--- src/rtl/uartPkg.sv ---
/*
	UART serial frame definitions
	frame sizes, oversampling tick counts, the payload byte type,
	the baud divisor type and the serializer state encoding
*/

package uartPkg;

	//////////////////////////////
	// frame shape
	//////////////////////////////

	localparam int dataBits    = 8;		// 8N1 payload
	localparam int ticksPerBit = 16;	// oversampling ticks per bit
	localparam int sbTick      = 16;	// ticks in the stop bit, one stop bit

	//////////////////////////////
	// types
	//////////////////////////////

	// one payload byte, LSB goes out first
	typedef logic [dataBits-1:0] dataByte_t;

	// baud divisor, clk cycles per tick
	typedef logic [15:0] divisor_t;

	// serializer FSM states
	typedef enum logic [1:0]
	{
		idle  = 2'b00,	// line high, waiting for a byte
		start = 2'b01,	// start bit, line low
		data  = 2'b10,	// shifting payload bits
		stop  = 2'b11	// stop bit, line high
	} txState_t;

endpackage

--- src/rtl/fifoPkg.sv ---
/*
	transmit buffer and credit definitions
	FIFO depth, pointer/occupancy/credit widths and the host write beat
*/

package fifoPkg;

	//////////////////////////////
	// buffer sizing
	//////////////////////////////

	localparam int fifoDepth = 16;	// entries, also the host credit pool

	typedef logic [3:0] fifoAddr_t;		// read / write pointers, wrap at depth
	typedef logic [4:0] fifoCount_t;	// occupancy 0..16

	// credits held by the host, 0..16
	typedef logic [4:0] credit_t;

	//////////////////////////////
	// host write beat
	//////////////////////////////

	typedef struct packed
	{
		logic             valid;	// spend one credit this cycle
		uartPkg::dataByte_t payload;	// byte to queue
	} hostWrite_t;

endpackage

--- src/rtl/baudTickGen.sv ---
/*
	baud tick generator
	one-cycle oversampling tick every baudDivisor clocks, 0 acts as 1
*/

`timescale 1ns/1ps

module baudTickGen
(
	input  logic              clk,
	input  logic              reset,
	input  uartPkg::divisor_t baudDivisor,	// clocks per tick
	output logic              sTick			// one-cycle tick pulse
);

	import uartPkg::*;

	divisor_t tickCnt;	// down counter, wraps at 0
	divisor_t reload;	// period minus one

	// divisor 0 or 1 gives a tick every clock
	assign reload = (baudDivisor == '0) ? '0 : divisor_t'(baudDivisor - 1'b1);

	// reload only sampled at the wrap, so a new divisor waits for it
	always_ff @(posedge clk or posedge reset)
	begin
		if (reset)
		begin
			tickCnt <= '0;
			sTick   <= 1'b0;
		end
		else if (tickCnt == '0)
		begin
			tickCnt <= reload;	// wrap
			sTick   <= 1'b1;
		end
		else
		begin
			tickCnt <= tickCnt - 1'b1;
			sTick   <= 1'b0;
		end
	end

endmodule

--- src/rtl/txFifo.sv ---
/*
	transmit FIFO, 16 entries
	host writes under credit control, serializer pops from the head,
	each pop hands one credit back, writes into a full FIFO are dropped
*/

`timescale 1ns/1ps

module txFifo
(
	input  logic                clk,
	input  logic                reset,
	input  fifoPkg::hostWrite_t hostWr,			// host write beat
	input  logic                pop,			// serializer takes the head
	output uartPkg::dataByte_t  fifoHead,		// oldest byte
	output logic                fifoEmpty,
	output logic                creditReturn,	// one credit back per pop
	output logic                overflowErr		// sticky, write while full
);

	import uartPkg::*;
	import fifoPkg::*;

	dataByte_t  mem [fifoDepth];	// payload storage, no reset
	fifoAddr_t  rdPtr;
	fifoAddr_t  wrPtr;
	fifoCount_t count;				// occupancy

	logic full;
	logic doPop;	// pop that really removes an entry
	logic accept;	// write that really stores

	//////////////////////////////
	// status and handshake
	//////////////////////////////

	assign fifoEmpty = (count == '0);
	assign full      = (count == fifoCount_t'(fifoDepth));

	assign doPop  = pop && !fifoEmpty;				// pop on empty is ignored
	assign accept = hostWr.valid && (!full || doPop);	// full + pop frees a slot

	assign fifoHead     = mem[rdPtr];	// head visible as soon as stored
	assign creditReturn = doPop;		// combinational echo of the pop

	//////////////////////////////
	// storage
	//////////////////////////////

	always_ff @(posedge clk)
	begin
		if (accept)
			mem[wrPtr] <= hostWr.payload;
	end

	//////////////////////////////
	// pointers and count
	//////////////////////////////

	always_ff @(posedge clk or posedge reset)
	begin
		if (reset)
		begin
			rdPtr <= '0;
			wrPtr <= '0;
			count <= '0;
		end
		else
		begin
			if (accept)
				wrPtr <= wrPtr + 1'b1;	// wraps at 16
			if (doPop)
				rdPtr <= rdPtr + 1'b1;

			case ({accept, doPop})
				2'b10:   count <= count + 1'b1;
				2'b01:   count <= count - 1'b1;
				default: count <= count;	// both or neither
			endcase
		end
	end

	// overflow flag, held until reset
	always_ff @(posedge clk or posedge reset)
	begin
		if (reset)
			overflowErr <= 1'b0;
		else if (hostWr.valid && !accept)
			overflowErr <= 1'b1;	// dropped write, host broke credit rules
	end

endmodule

--- src/rtl/uartTrans.sv ---
/*
	UART serializer, 8N1
	idle / start / data / stop FSM, pops a byte from the FIFO and
	sends it LSB first, every bit lasting 16 oversampling ticks
*/

`timescale 1ns/1ps

module uartTrans
(
	input  logic               clk,
	input  logic               reset,
	input  logic               sTick,		// oversampling tick
	input  uartPkg::dataByte_t fifoHead,	// byte at FIFO head
	input  logic               fifoEmpty,
	output logic               pop,			// one-cycle FIFO read
	output logic               tx,			// serial line
	output logic               txBusy		// frame in progress
);

	import uartPkg::*;

	txState_t stateReg, stateNext;
	logic [$clog2(ticksPerBit)-1:0] sReg, sNext;	// tick counter inside a bit
	logic [$clog2(dataBits)-1:0]    nReg, nNext;	// data bit index
	dataByte_t bReg, bNext;		// shift register
	logic      txReg, txNext;	// registered line, no glitches

	logic bitEnd;	// last tick of a start or data bit
	logic stopEnd;	// last tick of the stop bit
	logic lastBit;	// shifting the MSB

	assign bitEnd  = sTick && (sReg == ($clog2(ticksPerBit))'(ticksPerBit - 1));
	assign stopEnd = sTick && (sReg == ($clog2(ticksPerBit))'(sbTick - 1));
	assign lastBit = (nReg == ($clog2(dataBits))'(dataBits - 1));

	//////////////////////////////
	// state registers
	//////////////////////////////

	always_ff @(posedge clk or posedge reset)
	begin
		if (reset)
		begin
			stateReg <= idle;
			sReg     <= '0;
			nReg     <= '0;
			txReg    <= 1'b1;	// line idles high
		end
		else
		begin
			stateReg <= stateNext;
			sReg     <= sNext;
			nReg     <= nNext;
			txReg    <= txNext;
		end
	end

	// payload register, loaded on pop, no reset
	always_ff @(posedge clk)
	begin
		bReg <= bNext;
	end

	//////////////////////////////
	// next state
	//////////////////////////////

	always_comb
	begin
		stateNext = stateReg;	// hold by default
		sNext     = sReg;
		nNext     = nReg;
		bNext     = bReg;
		txNext    = txReg;

		case (stateReg)
			idle:
			begin
				txNext = 1'b1;
				if (!fifoEmpty)
				begin
					bNext     = fifoHead;	// latch now, head moves after pop
					sNext     = '0;
					txNext    = 1'b0;		// start bit on the next edge
					stateNext = start;
				end
			end

			start:
			begin
				if (bitEnd)
				begin
					sNext     = '0;
					nNext     = '0;
					txNext    = bReg[0];	// first data bit, LSB
					stateNext = data;
				end
				else if (sTick)
					sNext = sReg + 1'b1;
			end

			data:
			begin
				if (bitEnd)
				begin
					sNext = '0;
					bNext = bReg >> 1;	// next bit into position 0
					if (lastBit)
					begin
						txNext    = 1'b1;	// stop bit
						stateNext = stop;
					end
					else
					begin
						nNext  = nReg + 1'b1;
						txNext = bReg[1];
					end
				end
				else if (sTick)
					sNext = sReg + 1'b1;
			end

			stop:
			begin
				if (stopEnd)
				begin
					sNext     = '0;
					stateNext = idle;	// may pop again right away
				end
				else if (sTick)
					sNext = sReg + 1'b1;
			end

			default: stateNext = idle;
		endcase
	end

	//////////////////////////////
	// outputs
	//////////////////////////////

	assign pop    = (stateReg == idle) && !fifoEmpty;	// same cycle as the latch
	assign tx     = txReg;
	assign txBusy = (stateReg != idle);

endmodule

--- src/rtl/uartTxTop.sv ---
/*
	UART transmit subsystem
	baud tick generator, credit-controlled transmit FIFO and serializer
*/

`timescale 1ns/1ps

module uartTxTop
(
	input  logic                clk,
	input  logic                reset,
	input  uartPkg::divisor_t   baudDivisor,	// clocks per oversampling tick
	input  fifoPkg::hostWrite_t hostWr,			// host write beat
	output logic                creditReturn,	// one credit per popped byte
	output logic                overflowErr,	// sticky
	output logic                tx,				// serial out
	output logic                txBusy
);

	import uartPkg::*;

	logic      sTick;		// tick generator to serializer
	dataByte_t fifoHead;	// FIFO head byte
	logic      fifoEmpty;
	logic      pop;			// serializer read strobe

	//////////////////////////////
	// tick generator
	//////////////////////////////

	baudTickGen uBaud
	(
		.clk         (clk),
		.reset       (reset),
		.baudDivisor (baudDivisor),
		.sTick       (sTick)
	);

	//////////////////////////////
	// transmit FIFO
	//////////////////////////////

	txFifo uFifo
	(
		.clk          (clk),
		.reset        (reset),
		.hostWr       (hostWr),
		.pop          (pop),
		.fifoHead     (fifoHead),
		.fifoEmpty    (fifoEmpty),
		.creditReturn (creditReturn),	// pop echoed back to the host
		.overflowErr  (overflowErr)
	);

	//////////////////////////////
	// serializer
	//////////////////////////////

	uartTrans uTrans
	(
		.clk       (clk),
		.reset     (reset),
		.sTick     (sTick),
		.fifoHead  (fifoHead),
		.fifoEmpty (fifoEmpty),
		.pop       (pop),
		.tx        (tx),
		.txBusy    (txBusy)
	);

endmodule

--- config.mk ---
export PLATFORM = sky130hd
export DESIGN_NAME = uartTxTop
export DESIGN_NICKNAME = d
export VERILOG_FILES = /design/src/rtl/uartPkg.sv /design/src/rtl/fifoPkg.sv /design/src/rtl/baudTickGen.sv /design/src/rtl/txFifo.sv /design/src/rtl/uartTrans.sv /design/src/rtl/uartTxTop.sv
export SDC_FILE = /design/constraint.sdc
export NUM_CORES = 1
export LEC_CHECK = 0
export BUFFER_PORTS_ARGS = -buffer_cell sky130_fd_sc_hd__buf_2
export CAP_MARGIN = 25
export CORE_UTILIZATION = 61
export DETAILED_ROUTE_END_ITERATION = 8
export PLACE_DENSITY = 0.79
export SETUP_SLACK_MARGIN = 0.5
export SYNTH_ARGS = -nofsm -noshare
export SYNTH_HDL_FRONTEND = slang
export SYNTH_SLANG_ARGS = --single-unit
--- constraint.sdc ---
create_clock -name clk -period 2.8 [get_ports clk]
set_input_delay 0.42 -clock clk [delete_from_list [all_inputs] [get_ports clk]]
set_output_delay 0.42 -clock clk [all_outputs]
set_load 0.03 [all_outputs]
After elaboration in Yosys (flattened, before gate mapping)
Memory sizes are Yosys's and may differ from the RTL's.
Cells that the tools add are included.
{ "word_totals": {"ramBits": 128, "mem_bits_ro": 0, "word_cells": 87, "latchBits": 0, "regBits": 49, "mem_count": 1} }
{ "memory_table": {"columns": ["memory", "words", "word_bits", "rd", "rd_ports_with_merged_regs", "wr", "line", "source"], "rows": [
  ["uFifo.mem", 16, 8, 1, 0, 1, "txFifo.sv:24", "dataByte_t mem [fifoDepth];"]
]} }
{ "classes": {"multipliers": 0, "muxes": 28, "bitwise_logic": 0, "n_reduce_logical": 24, "n_lt_le_gt_ge": 0, "n_div": 0, "eq_ne": 15, "shift": 0, "n_addsub": 8} }
{ "op_table": {"columns": ["operator", "n"], "rows": [
  ["$logic_not 16->1", 2],
  ["$mux 16", 2],
  ["$sub 16x1->16 const B", 2],
  ["$mux 8", 2],
  ["$pmux 8 s2", 1],
  ["$add 4x1->4 const B", 3],
  ["$mux 4", 3],
  ["$mux 2", 5],
  ["$pmux 5 s2", 1],
  ["$mux 3", 3],
  ["$ne 2x1->1 const B", 4],
  ["$pmux 2 s4", 1],
  ["$pmux 4 s2", 1],
  ["$reduce_bool 2->1", 4],
  ["$mux 1", 7],
  ["$eq 2x2->1 const B", 3],
  ["$pmux 3 s2", 1],
  ["$reduce_and 3->1", 2],
  ["$add 5x1->5 const B", 1],
  ["$eq 5x5->1 const B", 1],
  ["$logic_and 1x1->1", 5],
  ["$logic_not 5->1", 1],
  ["$reduce_and 5->1", 1],
  ["$sub 5x1->5 const B", 1],
  ["14 further kinds", 18]
]} }

Longest topological paths before layout
{ "depth": {"word_depth": 8, "mapped_depth": 10, "ltp_nobuf": 10} }

Modules after synthesis
From an unflattened synthesis, not the netlist that was laid out.
{ "hier_totals": {"cells_unflattened": 529, "hier_area_um2": 8002.7} }
{ "modules_own_cells": {"columns": ["mod", "cells_per_inst", "area_each_um2", "instances"], "rows": [
  ["txFifo", 296, 5763.0, 1],
  ["baudTickGen", 145, 1201.2, 1],
  ["uartTrans", 88, 1038.5, 1]
]} }

Worst setup path after synthesis
No wires, ideal clock.
{ "synth_path": {"path_kind": "flip-flop to flip-flop", "from": "reg uFifo.count[0]", "to": "reg uFifo.count[4]", "period_less_slack_ns": 2.499, "setup_ns": 0.080, "path_buffers": 0, "t_arrival_ns": 2.419, "setup_slack_ns": 0.301, "path_stages_with_launch": 10, "t_required_ns": 2.720, "cell_sequence": "dfrtp_1 or4_4 o21ai_4 or2_2 inv_1 ha_1 a21o_1 a21oi_1 mux2i_1 xnor2_1"} }
{ "synth_via": {"elab_chain_len": 8} }
{ "synth_lines": {"columns": ["item", "line", "source"], "rows": [
  ["from (decl)", "txFifo.sv:27", "fifoCount_t count;"],
  ["from (signal assigned)", "txFifo.sv:76", "2'b10: count <= count + 1'b1;"],
  ["from (signal assigned)", "txFifo.sv:77", "2'b01: count <= count - 1'b1;"],
  ["from (signal assigned)", "txFifo.sv:78", "default: count <= count;"],
  ["$logic_not 5->1", "txFifo.sv:37", "assign fifoEmpty = (count == '0);"],
  ["$logic_not 1->1", null, null],
  ["$logic_and 1x1->1", "uartTrans.sv:143", "assign pop = (stateReg == idle) && !fifoEmpty;"],
  ["$logic_and 1x1->1", "txFifo.sv:40", "assign doPop = pop && !fifoEmpty;"],
  ["$logic_or 1x1->1", "txFifo.sv:41", "assign accept = hostWr.valid && (!full || doPop);"],
  ["$logic_and 1x1->1", "txFifo.sv:41", null],
  ["$eq 2x1->1 / $eq 2x2->1 (equally long branches)", "txFifo.sv:75", "case ({accept, doPop})"],
  ["$pmux 5 s2 / $reduce_bool 2->1 (equally long branches)", null, null]
]} }
Parallel ways exist; a longest one is shown, timed or not.
A chain may end at the register's enable or synchronous reset.

Worst setup path after layout
{ "layout_path": {"from": "reg uFifo.count[2]", "to": "reg uFifo.count[4]"} }
The elaborated chain is that of the path after synthesis.

==> out/metrics.yaml <==
timing:
  tns_ns: 0
  setup_viol_count_final: 0
  fin_skew_ns: 0.00613
  rsz0062_at_grt: "true"
  final_max_slew_viol_count: 0
  relSlewSlack_pct: 50.6
  fmax_ghz: 0.421
  fin_crit_ns: 2.37
  timing.hold.ws_ns: 0.126
  hold_viol: 0
  fin_crit_sh_pct: 84.8
  tightest_slew_ns: 0.742
clocking:
  root_buffer: "clkbuf_16"
  clkTransAtPathRegs_ns: 0.07
  cts_sinks: 177
  clk_path_buf_depth: 2
  insertion_delay_ns: 0.42
  cts_tree: "built"
  cts_buffers: 17
  h-tree-depth: 4
synth:
  synth_area_um2: 7840
  syn_inst: 507
  yosys_register_bits: 177
  async_flop_share_pct: 23.2
  ys_warn_count: 0
  synth_top_area_share_pct: 52.1
  synth_area_leaders: "edfxtp_1, dfrtp_1, mux4_2"
  synth.distinct_cells: 51
  syn_avg_cell_area_um2: 15.5
  synth_nets: 555
  synth_edf_count: 136
  ys_seq_area_share_pct: 65.2
  synth_area_leader_cell: "edfxtp_1"
  synth_top_flop_cell: "edfxtp_1"
flow_run:
  maxCapViolations: 0
outcome:
  status: "finished, violations left"
  violations: "design-rule violations"
routing:
  wirelength_um: 15700
  drc: 2
  viasPerCell: 6.00
  drt-initial-drc-count: 310
  wl_per_cell_um: 20.9
  ant_nets: 0
  firstDrtPassIters: 7
  dr_total_vias: 4496
cells_and_area:
  area_delta_synth_final_pct: 14.7
  diodes: 0
  stdcell_count: 749
  drive_above_1_share_pct: 27.4
  finalNetCount: 612
  stdcell_area_um2: 9000
  fillCellCount: 825
die:
  rows: 41
  io_pins: 31
  die_area_um2: 13300
  die_h_um: 115
  fp.coreArea_um2: 12600
  start_util_pct: 62.4
  die_width_um: 115
placed_design:
  hpwlAfterDp_um: 9850
  dp_cells: 706
  port_buffers: 30
  placed_cell_area_um2: 8290
  place.gp.congestion: 0.779
worst_setup_path:
  max_stage_delay_ns: 0.58
  critPathSlowestCell: "or4_4"
  worstPathMaxFanout: 4
  critPathRequiredTime_ns: 3.14
  worstSetupEndpointType: "flip-flop"
  critPathLaunchType: "flip-flop"
  worstSetupPathType: "flip-flop to flip-flop"
  ff2ff_path_depth: 9
  crit_arrival_ns: 2.72
  cp_cell_sequence: "or4_4, o21ai_4, or2_4, fa_2, inv_1, a21o_1, a21oi_2, mux2i_1, xnor2_1"
pwr:
  power.density_nw_per_um2: 954
  p_leak_uw: 0.00319
  peakVddDrop_v: 0.000719
grt:
  grt_pass1_vias: 4586
  grt_max_degree: 42
  antenna_found_initial: 0
  overflow: 0
  grt_pass1_wl_um: 24300
  track_usage_pct: 25.7
worst_hold_path:
  hold_path_class: "input pin to async pin"
-- synth_stat cells (all sizes together), types with 2 or more instances --
| master | instances |
|---|---|
| inv | 16 |
| a21o | 3 |
| nand4 | 4 |
| dfrtp | 40 |
| ha | 20 |
| a22o | 7 |
| buf | 12 |
| mux2i | 14 |
| or2 | 2 |
| a31o | 2 |
| o21ai | 23 |
| nand3 | 10 |
| a21oi | 7 |
| or3 | 2 |
| o21bai | 2 |
| mux2 | 4 |
| o221ai | 7 |
| nor3 | 12 |
| xor2 | 9 |
| mux4 | 33 |
| o22ai | 7 |
| nand3b | 3 |
| or4 | 4 |
| nand2 | 40 |
| clkbuf | 7 |
| nand2b | 4 |
| xnor2 | 22 |
| edfxtp | 136 |
| nor2b | 4 |
| nor4 | 7 |
| nor2 | 29 |
| o31ai | 5 |
-- stage by stage --
stage	worst slack [ns]	power [µW]	utilization [%]
4_1_cts	0.468	8530	71.0
3_5_place_dp	0.304	6090	65.9
6_report	0.425	8580	71.6
3_3_place_gp	0.367	5980	65.9
2_1_floorplan	0.431	5410	-
5_1_grt	0.365	8950	71.6
-- cell usage in the layout (no fill, tap or decap), drive strengths merged, types with 2 or more instances in the layout --
master and count:
edfxtp 136, buf 57, nand2 40, dfrtp 40, mux4 33, nor2 29, o21ai 23, xnor2 22
inv 22, ha 20, clkbuf 17, mux2i 14, nor3 12, nand3 10, xor2 9, a22o 7
o221ai 7, o22ai 7, a21oi 7, nor4 7, clkinv 6, o31ai 5, nand2b 4, nor2b 4
nand4 4, or4 4, mux2 4, a21o 3, nand3b 3, o21bai 2, or3 2, a31o 2
bufinv 2, or2 2
-- repair_timing --
action / 4_1_cts / 5_1_grt
endpoints found under the setup margin: 37 / 54
hold buffers: 0 / 0
gates resized for setup: 7 / 10
setup buffers: 4 / 7
pin swaps: 3 / 2
-- final timing paths --
kind | endpoint | from | slack [ns]
min in group clk | uFifo.overflowErr | hostWr[8] | 0.24
worst max register to register | uFifo.count[4] | uFifo.count[2] | 0.43
max in group asynchronous | uFifo.rdPtr[0] | reset | 2.27
worst min register to register | uFifo.overflowErr | uFifo.overflowErr | 0.45
worst max-delay path | uFifo.count[4] | uFifo.count[2] | 0.43
worst min-delay path | uBaud.tickCnt[9] | reset | 0.13
-- cell type report --
type | count | area (µm²) | share of cell area [%]
clock buffers | 17 | 425 | 4.73
repair buffers | 57 | 368 | 4.09
flip-flops and latches | 177 | 5120 | 56.9
inverters | 16 | 62.6 | 0.695
well taps | 172 | 215 | 2.39
clock inverters | 15 | 158 | 1.75
multi-input cells | 295 | 2650 | 29.5
-- critical path: cells and delay by family (launching register included) --
kind	cells	cell delay (ns)
AOI/OAI and AO/OA	3	0.49
buffers and inverters	1	0.05
xor gates and xnor gates	1	0.15
adders and majority gates	1	0.22
and+or+nand+nor	2	0.76
DFF	1	0.39
muxes	1	0.24
-- power breakdown --
| group | internal (µW) | switching, µW |
|---|---|---|
| Combinational | 1260 | 1390 |
| Clock | 1330 | 1030 |
| Sequential | 3280 | 300 |
-- sequential cells by signal, indices dropped and copies added (netlist names) --
signal / count
uFifo.mem: 128
uBaud.tickCnt: 16
uTrans.bReg: 8
uFifo.count: 5
uFifo.rdPtr: 4
uFifo.wrPtr: 4
uTrans.sReg: 4
uTrans.nReg: 3
uTrans.stateReg: 2
uBaud.sTick: 1
uFifo.overflowErr: 1
uTrans.tx: 1
-- per-layer routing --
layer	share of wire (%)	track usage (%)	up-vias
met3	4.1	6.17	18
met4	1.3	8.83	0
met1	41	31.9	2288
met5	0	0	-
met2	53	44.5	127
li1	-	-	2063
-- kinds of logic (layout without fill, tap and decap cells) --
logic type      count (synthesis)  count (layout)  synth area share, %
flops                         177             177                 65.2
simple gates                  125             125                 8.30
compound gates                 67              67                 5.76
mux                            51              51                 11.9
buf+inv                        35             105                 1.91
xor+xnor                       31              31                 3.46
fa+ha+maj                      21              21                 3.45
Power figures use the tool's default switching activity.
